**config.mk**
```make
export PLATFORM = sky130hd
export DESIGN_NAME = credit_link_top
export DESIGN_NICKNAME = d
export VERILOG_FILES = /design/src/verilog/credit_pkg.sv /design/src/verilog/sd2vc.sv /design/src/verilog/link_pipe.sv /design/src/verilog/vc2sd.sv /design/src/verilog/credit_link_top.sv
export SDC_FILE = /design/constraint.sdc
export NUM_CORES = 1
export LEC_CHECK = 0
export ABC_AREA = 1
export ABC_CLOCK_PERIOD_IN_PS = 4500
export BUFFER_PORTS_ARGS = -buffer_cell sky130_fd_sc_hd__buf_2
export CAP_MARGIN = 30
export CORE_ASPECT_RATIO = 1.2
export CORE_MARGIN = 2
export CORE_UTILIZATION = 28
export CTS_BUF_LIST = sky130_fd_sc_hd__clkbuf_2 sky130_fd_sc_hd__clkbuf_4 sky130_fd_sc_hd__clkbuf_8
export DETAILED_ROUTE_END_ITERATION = 8
export PLACE_DENSITY = 0.41
export SLEW_MARGIN = 20
export SYNTH_ARGS = -nofsm -noshare
export SYNTH_HDL_FRONTEND = slang
export SYNTH_SLANG_ARGS = --single-unit
```
**constraint.sdc**
```tcl
create_clock -name clk -period 4.5 [get_ports clk]
set_input_delay 0.45 -clock clk [delete_from_list [all_inputs] [get_ports clk]]
set_output_delay 0.45 -clock clk [all_outputs]
set_load 0.03 [all_outputs]
```
**src/verilog/credit_pkg.sv**
```systemverilog
// shared sizes for the credit link
// sender, link retiming and receiver FIFO all size their registers from here
// fifo_depth must stay a power of two, since the pointers use a wrap bit

package credit_pkg;

  // --------------------------------------------------
  // payload
  // --------------------------------------------------

  // bits per link word
  localparam int data_width = 8;

  // --------------------------------------------------
  // receiver buffer and credits
  // --------------------------------------------------

  // FIFO entries, also the total number of credits in the system
  localparam int fifo_depth = 16;

  // address bits of the FIFO
  localparam int ptr_width = $clog2(fifo_depth);

  // counters hold 0 .. fifo_depth inclusive
  localparam int cnt_width = ptr_width + 1;

  // --------------------------------------------------
  // link
  // --------------------------------------------------

  // register stages per direction
  localparam int link_stages = 3;

endpackage

```
**src/verilog/sd2vc.sv**
```systemverilog
// credit sender
// takes words from the producer on srdy/drdy and forwards each one as a
// single-cycle valid pulse, spending one credit per word
// credits return from the receiver as cr pulses over the link
`timescale 1ns/1ps

module sd2vc
  (
  input  logic                            clk,
  input  logic                            reset,
  input  logic                            in_srdy,
  output logic                            in_drdy,
  input  logic [credit_pkg::data_width-1:0] in_data,
  output logic                            s_vld,
  output logic [credit_pkg::data_width-1:0] s_data,
  input  logic                            s_cr
  );

  logic [credit_pkg::cnt_width-1:0] credits;
  logic [credit_pkg::cnt_width-1:0] nxt_credits;
  logic                             accept;

  // producer may hand over a word whenever a credit is in hand
  assign in_drdy = (credits != '0);
  assign accept  = in_srdy & in_drdy;

  // spent and returned in the same cycle cancel out
  always_comb
  begin
    case ({s_cr, accept})
      2'b10:   nxt_credits = credits + 1'b1;
      2'b01:   nxt_credits = credits - 1'b1;
      default: nxt_credits = credits;
    endcase
  end

  always_ff @(posedge clk)
  begin
    if (reset)
    begin
      credits <= '0;
      s_vld   <= 1'b0;
    end
    else
    begin
      credits <= nxt_credits;
      s_vld   <= accept;
    end
  end

  // payload only moves with an accepted word
  always_ff @(posedge clk)
  begin
    if (accept)
    begin
      s_data <= in_data;
    end
  end

  // --------------------------------------------------
  // checks
  // --------------------------------------------------

  // receiver never hands out more credits than it has FIFO entries;
  // an underflow would wrap to a large value and trip this as well
  a_credit_range: assert property (
    @(posedge clk) disable iff (reset)
    credits <= credit_pkg::fifo_depth
  )
  else
    $error("sd2vc: credit count %0d outside 0..%0d",
           credits, credit_pkg::fifo_depth);

endmodule

```
**src/verilog/link_pipe.sv**
```systemverilog
// retimed link between sender and receiver
// valid and data travel forward, credit pulses travel backward,
// each through link_stages registers with no back-pressure
`timescale 1ns/1ps

module link_pipe
  (
  input  logic                            clk,
  input  logic                            reset,
  input  logic                            s_vld,
  input  logic [credit_pkg::data_width-1:0] s_data,
  output logic                            r_vld,
  output logic [credit_pkg::data_width-1:0] r_data,
  input  logic                            r_cr,
  output logic                            s_cr
  );

  logic [credit_pkg::link_stages-1:0] vld_q;
  logic [credit_pkg::link_stages-1:0] cr_q;
  logic [credit_pkg::data_width-1:0]  data_q [credit_pkg::link_stages];

  // --------------------------------------------------
  // control chains, cleared by reset
  // --------------------------------------------------
  always_ff @(posedge clk)
  begin
    if (reset)
    begin
      vld_q <= '0;
      cr_q  <= '0;
    end
    else
    begin
      vld_q[0] <= s_vld;
      cr_q[0]  <= r_cr;
      for (int i = 1; i < credit_pkg::link_stages; i++)
      begin
        vld_q[i] <= vld_q[i-1];
        cr_q[i]  <= cr_q[i-1];
      end
    end
  end

  // --------------------------------------------------
  // data chain, follows the valid bits
  // --------------------------------------------------
  always_ff @(posedge clk)
  begin
    data_q[0] <= s_data;
    for (int i = 1; i < credit_pkg::link_stages; i++)
    begin
      data_q[i] <= data_q[i-1];
    end
  end

  assign r_vld  = vld_q[credit_pkg::link_stages-1];
  assign r_data = data_q[credit_pkg::link_stages-1];
  assign s_cr   = cr_q[credit_pkg::link_stages-1];

endmodule

```
**src/verilog/vc2sd.sv**
```systemverilog
// credit receiver
// buffers valid/credit words in a FIFO sized to the credit pool and
// presents them to the consumer on srdy/drdy
// credits are issued one per cycle until usage plus outstanding credits
// fills the FIFO
`timescale 1ns/1ps

module vc2sd
  (
  input  logic                            clk,
  input  logic                            reset,
  input  logic                            r_vld,
  output logic                            r_cr,
  input  logic [credit_pkg::data_width-1:0] r_data,
  output logic                            out_srdy,
  input  logic                            out_drdy,
  output logic [credit_pkg::data_width-1:0] out_data
  );

  // pointers carry one extra wrap bit to tell full from empty
  logic [credit_pkg::ptr_width:0]   wrptr;
  logic [credit_pkg::ptr_width:0]   nxt_wrptr;
  logic [credit_pkg::ptr_width:0]   rdptr;
  logic [credit_pkg::ptr_width:0]   nxt_rdptr;
  logic [credit_pkg::cnt_width-1:0] usage;
  logic [credit_pkg::cnt_width-1:0] nxt_usage;
  logic [credit_pkg::cnt_width-1:0] cissued;
  logic [credit_pkg::cnt_width-1:0] nxt_cissued;
  logic [credit_pkg::cnt_width:0]   crtotal;
  logic                             full;
  logic                             wr_en;
  logic                             rd_fire;

  logic [credit_pkg::data_width-1:0] buffer [credit_pkg::fifo_depth];

  // --------------------------------------------------
  // write side and credit accounting
  // --------------------------------------------------

  // entries in use, credits outstanding, plus the one going out now
  assign crtotal = {1'b0, usage} + {1'b0, cissued} + {{credit_pkg::cnt_width{1'b0}}, r_cr};

  assign full = (wrptr[credit_pkg::ptr_width-1:0] == rdptr[credit_pkg::ptr_width-1:0]) &&
                (wrptr[credit_pkg::ptr_width] != rdptr[credit_pkg::ptr_width]);

  assign wr_en   = r_vld & ~full;
  assign rd_fire = out_srdy & out_drdy;

  always_comb
  begin
    nxt_wrptr = wrptr;
    if (wr_en)
    begin
      nxt_wrptr = wrptr + 1'b1;
    end

    // a credit goes out, a word comes back
    case ({r_cr, r_vld})
      2'b10:   nxt_cissued = cissued + 1'b1;
      2'b01:   nxt_cissued = cissued - 1'b1;
      default: nxt_cissued = cissued;
    endcase

    case ({wr_en, rd_fire})
      2'b10:   nxt_usage = usage + 1'b1;
      2'b01:   nxt_usage = usage - 1'b1;
      default: nxt_usage = usage;
    endcase
  end

  // --------------------------------------------------
  // read side
  // --------------------------------------------------
  always_comb
  begin
    nxt_rdptr = rdptr;
    if (rd_fire)
    begin
      nxt_rdptr = rdptr + 1'b1;
    end
  end

  always_ff @(posedge clk)
  begin
    if (reset)
    begin
      wrptr    <= '0;
      rdptr    <= '0;
      usage    <= '0;
      cissued  <= '0;
      r_cr     <= 1'b0;
      out_srdy <= 1'b0;
    end
    else
    begin
      wrptr    <= nxt_wrptr;
      rdptr    <= nxt_rdptr;
      usage    <= nxt_usage;
      cissued  <= nxt_cissued;
      r_cr     <= (crtotal < credit_pkg::fifo_depth);
      // word written this edge shows up one edge later
      out_srdy <= (wrptr != nxt_rdptr);
    end
  end

  // storage, no reset
  always_ff @(posedge clk)
  begin
    if (wr_en)
    begin
      buffer[wrptr[credit_pkg::ptr_width-1:0]] <= r_data;
    end
  end

  assign out_data = buffer[rdptr[credit_pkg::ptr_width-1:0]];

  // --------------------------------------------------
  // checks
  // --------------------------------------------------

  // sender only transmits against a credit, so a full FIFO sees no word
  a_no_overrun: assert property (
    @(posedge clk) disable iff (reset) full |-> !r_vld
  )
  else
    $error("vc2sd: word arrived while FIFO full");

  a_stall_stable: assert property (
    @(posedge clk) disable iff (reset)
    (out_srdy && !out_drdy) |=> (out_srdy && $stable(out_data))
  )
  else
    $error("vc2sd: output changed while stalled");

  a_credit_pool: assert property (
    @(posedge clk) disable iff (reset)
    (usage + cissued) <= credit_pkg::fifo_depth
  )
  else
    $error("vc2sd: usage %0d plus credits %0d exceeds FIFO", usage, cissued);

endmodule

```
**src/verilog/credit_link_top.sv**
```systemverilog
// credit link top level
// producer words enter on in_srdy/in_drdy, cross the retimed
// valid/credit link and leave on out_srdy/out_drdy
`timescale 1ns/1ps

module credit_link_top
  (
  input  logic                            clk,
  input  logic                            reset,
  input  logic                            in_srdy,
  output logic                            in_drdy,
  input  logic [credit_pkg::data_width-1:0] in_data,
  output logic                            out_srdy,
  input  logic                            out_drdy,
  output logic [credit_pkg::data_width-1:0] out_data
  );

  // sender side of the link
  logic                              s_vld;
  logic [credit_pkg::data_width-1:0] s_data;
  logic                              s_cr;

  // receiver side of the link
  logic                              r_vld;
  logic [credit_pkg::data_width-1:0] r_data;
  logic                              r_cr;

  sd2vc sender_i (
    .clk     (clk),
    .reset   (reset),
    .in_srdy (in_srdy),
    .in_drdy (in_drdy),
    .in_data (in_data),
    .s_vld   (s_vld),
    .s_data  (s_data),
    .s_cr    (s_cr)
  );

  link_pipe link_i (
    .clk    (clk),
    .reset  (reset),
    .s_vld  (s_vld),
    .s_data (s_data),
    .r_vld  (r_vld),
    .r_data (r_data),
    .r_cr   (r_cr),
    .s_cr   (s_cr)
  );

  vc2sd receiver_i (
    .clk      (clk),
    .reset    (reset),
    .r_vld    (r_vld),
    .r_cr     (r_cr),
    .r_data   (r_data),
    .out_srdy (out_srdy),
    .out_drdy (out_drdy),
    .out_data (out_data)
  );

endmodule

```
==> impl_metrics.csv <==
group,metric,value,unit
place,dp_slack,1590,ps
global_routing,grt_max_degree,68,
clocking,worstSkewPairLatency,460,ps
logic_synthesis,yosysMostFrequentCell,"edfxtp_1",
critical_path,r2r_slack,1720,ps
place,placed_cells,1069,
floorplanning,io_pins,22,
logic_synthesis,ys_seq_elements,194,
critical_path,cp.arrival,2760,ps
layout,antennaDiodeCount,0,
logic_synthesis,yosys_warnings,0,
place,hpwl,11700,microns
timing,relSlewSlack,38.4,%
pwr,leakage,3.22,nW
logic_synthesis,syn-instance-count,692,
logic_synthesis,synth_area_leaders,"edfxtp_1 (52%), dfxtp_1 (15%), nor2_1 (5.8%)",
detailed_routing,drc,0,
timing,slew_viol_final,0,
clocking,cts_tree,"built",
layout,area_delta_synth_final,11.8,%
logic_synthesis,synth_mux_area_share,0,%
worst_hold_path,hold_depth,1,
place,gp_congestion,0.783,
pwr,p_sw,0.00128,W
floorplanning,die_area,0.0293,sq mm
timing,max_freq,311,MHz
place,port_buffers,21,
pwr,p_sw_share,30.9,%
critical_path,cp_top_family,"flip-flops",
timing,final.setup_skew,14.1,ps
timing,worst_pin_slew,923,ps
clocking,ctsHoldBuffers,0,
timing,finalCriticalPeriod,3210,ps
logic_synthesis,synth-edff-count,136,
detailed_routing,dr_total_vias,4950,
clocking,clock_sinks,194,
critical_path,critPathBufInv,2,
global_routing,grt_first_pass_wirelength,28400,microns
pwr,pwr-share-seq,55.4,%
clocking,cts_max_path_buffers,2,
clocking,h-tree-depth,4,
critical_path,r2r_end,"receiver_i.usage[4]",
pwr,power.density,473,mW/mm^2
worst_hold_path,min_to,"sender_i.s_data[3]",
logic_synthesis,synth_common_cells,"edfxtp_1 (136), nor2_1 (122), o21ai_0 (82), nand2_1 (68), dfxtp_1 (58)",
flow_run,maxCapViolCount,0,
layout,nets,745,
logic_synthesis,syn_area_per_cell,11.3,sq um
critical_path,reg2reg_from,"receiver_i.rdptr[2]",
detailed_routing,drt-pass1-iter-count,5,
detailed_routing,wl_per_cell,16.4,microns
global_routing,grt_pass1_vias,4956,
layout,final_cells,1102,
pwr,internal_power,0.00286,W
global_routing,grt_antenna_before_repair,0,
detailed_routing,drt_iter0_markers,340,
logic_synthesis,synth.cell_area,0.00784,sq mm
timing,whs,151,ps
timing,setup_viol,0,
pwr,p_clk_share,29.2,%
logic_synthesis,ys_async_sr_fraction,0,%
global_routing,overflow,0,
floorplanning,start_util,28.2,%
run_status,outcome,"completed",
logic_synthesis,synth_cell_type_count,31,
detailed_routing,viasPerCell,4.49,
critical_path,path_max_fanout,34,
logic_synthesis,synth_nets,727,
critical_path,crit_chain,"buf_4, o21ai_0, o211ai_1, nand3_1, nand3_1, buf_2",
critical_path,reg2regPathDepth,20,
critical_path,worstSetupPathType,"reg2out",
critical_path,start_kind,"register",
pwr,ir_worst_vdd,252,uV
detailed_routing,postRouteAntennaNets,0,
logic_synthesis,synthXorXnorAreaFrac,2.22,%
floorplanning,row_count,67,
critical_path,cp.required,4050,ps
logic_synthesis,synth_top_area_share,52.1,%
floorplanning,die_h,187,microns
clocking,cts_setup_buffers,0,
timing,hold_violations,0,
pwr,combPwrFrac,15.4,%
logic_synthesis,synth_compound_area_share,9.87,%
clocking,root_buffer,"clkbuf_8",
logic_synthesis,synth_top_family_by_area,"simple AND/OR/NAND/NOR gates",
critical_path,cpMaxStageDelayCell,"dfxtp_1",
timing,tns,0,ps
floorplanning,die-width,157,microns
logic_synthesis,synth_top_area_cell,"edfxtp_1",
clocking,clk_pin_slew,100,ps
logic_synthesis,ys.flop_type,"edfxtp_1",
detailed_routing,routed_wirelength,18100,microns
global_routing,grt.total_usage,12.8,%
critical_path,cp_common_cell,"nand3_1",
logic_synthesis,synth_simple_gate_area_share,12.8,%
critical_path,slowest_delay,780,ps
worst_hold_path,min_from,"in_data[3]",
worst_hold_path,hold_class,"in2reg",
floorplanning,coreArea,0.0277,sq mm
clocking,numCtsBuffers,17,
layout,final_util,31.6,%
critical_path,end_kind,"output pin",
clocking,cts_resized,0,
timing,setup_slack,1290,ps
logic_synthesis,seq_area_frac_synth,66.9,%
logic_synthesis,synth_fa_ha_area_share,3.86,%
layout,layout-drive-gt1-share,9.82,%
timing,rsz0062_at_grt,"no",
timing,fin_crit_sh,71.4,%
==> worst max-delay path by stage <==
stage	from	cells past startpoint	endpoint	slack, ps
after global placement	receiver_i.rdptr[0]	20	receiver_i.usage[4]	1650
after floorplan	sender_i.credits[1]	11	sender_i.credits[4]	2180
after CTS	receiver_i.rdptr[1]	6	out_data[5]	1280
final	receiver_i.rdptr[1]	6	out_data[5]	1290
after global routing	receiver_i.rdptr[1]	6	out_data[6]	1140
after detailed placement	receiver_i.rdptr[0]	17	receiver_i.usage[2]	1590
==> layout make-up <==
| class | count | area, sq um |
|---|---|---|
| Clock buffer | 18 | 248 |
| Clock inverter | 14 | 194 |
| Fill cell | 2821 | 19000 |
| Inverter | 52 | 203 |
| Multi-Input combinational cell | 420 | 2260 |
| Sequential cell | 194 | 5250 |
| Tap cell | 379 | 474 |
| Timing Repair Buffer | 25 | 143 |
==> logic make-up (layout without fill, tap and decap cells) <==
| kind of cell | Yosys count | count (layout) |
|---|---|---|
| buffers and inverters | 78 | 109 |
| DFF | 194 | 194 |
| adders and majority gates | 23 | 23 |
| xor gates and xnor gates | 19 | 19 |
| AOI/OAI and AO/OA | 141 | 141 |
| and+or+nand+nor | 237 | 237 |
==> power groups by stage <==
stage | clock network, W | logic [W] | registers, W
after floorplan | 0 | 0.000479 | 0.00224
after global placement | 0 | 0.000636 | 0.00235
after detailed placement | 0 | 0.000640 | 0.00234
after CTS | 0.00126 | 0.000643 | 0.00230
after global routing | 0.00133 | 0.000724 | 0.00232
final | 0.00121 | 0.000640 | 0.00229
==> metrics by stage <==
step,power (W),area (sq um)
after floorplan,0.00272,7840
after global placement,0.00298,8310
after detailed placement,0.00298,8310
after CTS,0.00421,8750
after global routing,0.00438,8760
final,0.00415,8760
==> state kept, by name (all words and copies together), names as in the netlist, 3 cells and up <==
signal,cells
receiver_i.rdptr,5
receiver_i.wrptr,5
receiver_i.buffer,128
receiver_i.usage,5
sender_i.credits,5
sender_i.s_data,8
receiver_i.cissued,5
link_i.cr_q,3
link_i.data_q,24
link_i.vld_q,3
==> layer usage <==
metal / vias to the layer above / GRT usage (%) / routed length, microns
met5: - / 0 / 0
met4: 0 / 3.92 / 256
met3: 16 / 2.57 / 505
met2: 98 / 21.0 / 8880
met1: 2414 / 17.0 / 8420
li1: 2422 / - / -
==> cells in the final DEF, fill, tap and decap left out, types with 4 or more instances in the layout <==
master | synthesis | layout
o211ai_1 | 17 | 17
a21oi_1 | 23 | 23
nor2_1 | 122 | 122
dfxtp_1 | 58 | 57
buf_2 | 10 | 21
o22ai_1 | 16 | 16
ha_1 | 21 | 21
inv_1 | 49 | 49
xor2_1 | 12 | 12
nand2_4 | 5 | 5
nand2_1 | 68 | 68
edfxtp_1 | 136 | 136
clkbuf_8 | 0 | 18
o21ai_0 | 82 | 82
inv_8 | 1 | 4
nand3_1 | 31 | 31
xnor2_1 | 6 | 6
No activity file was read; power rests on OpenSTA's default activity.
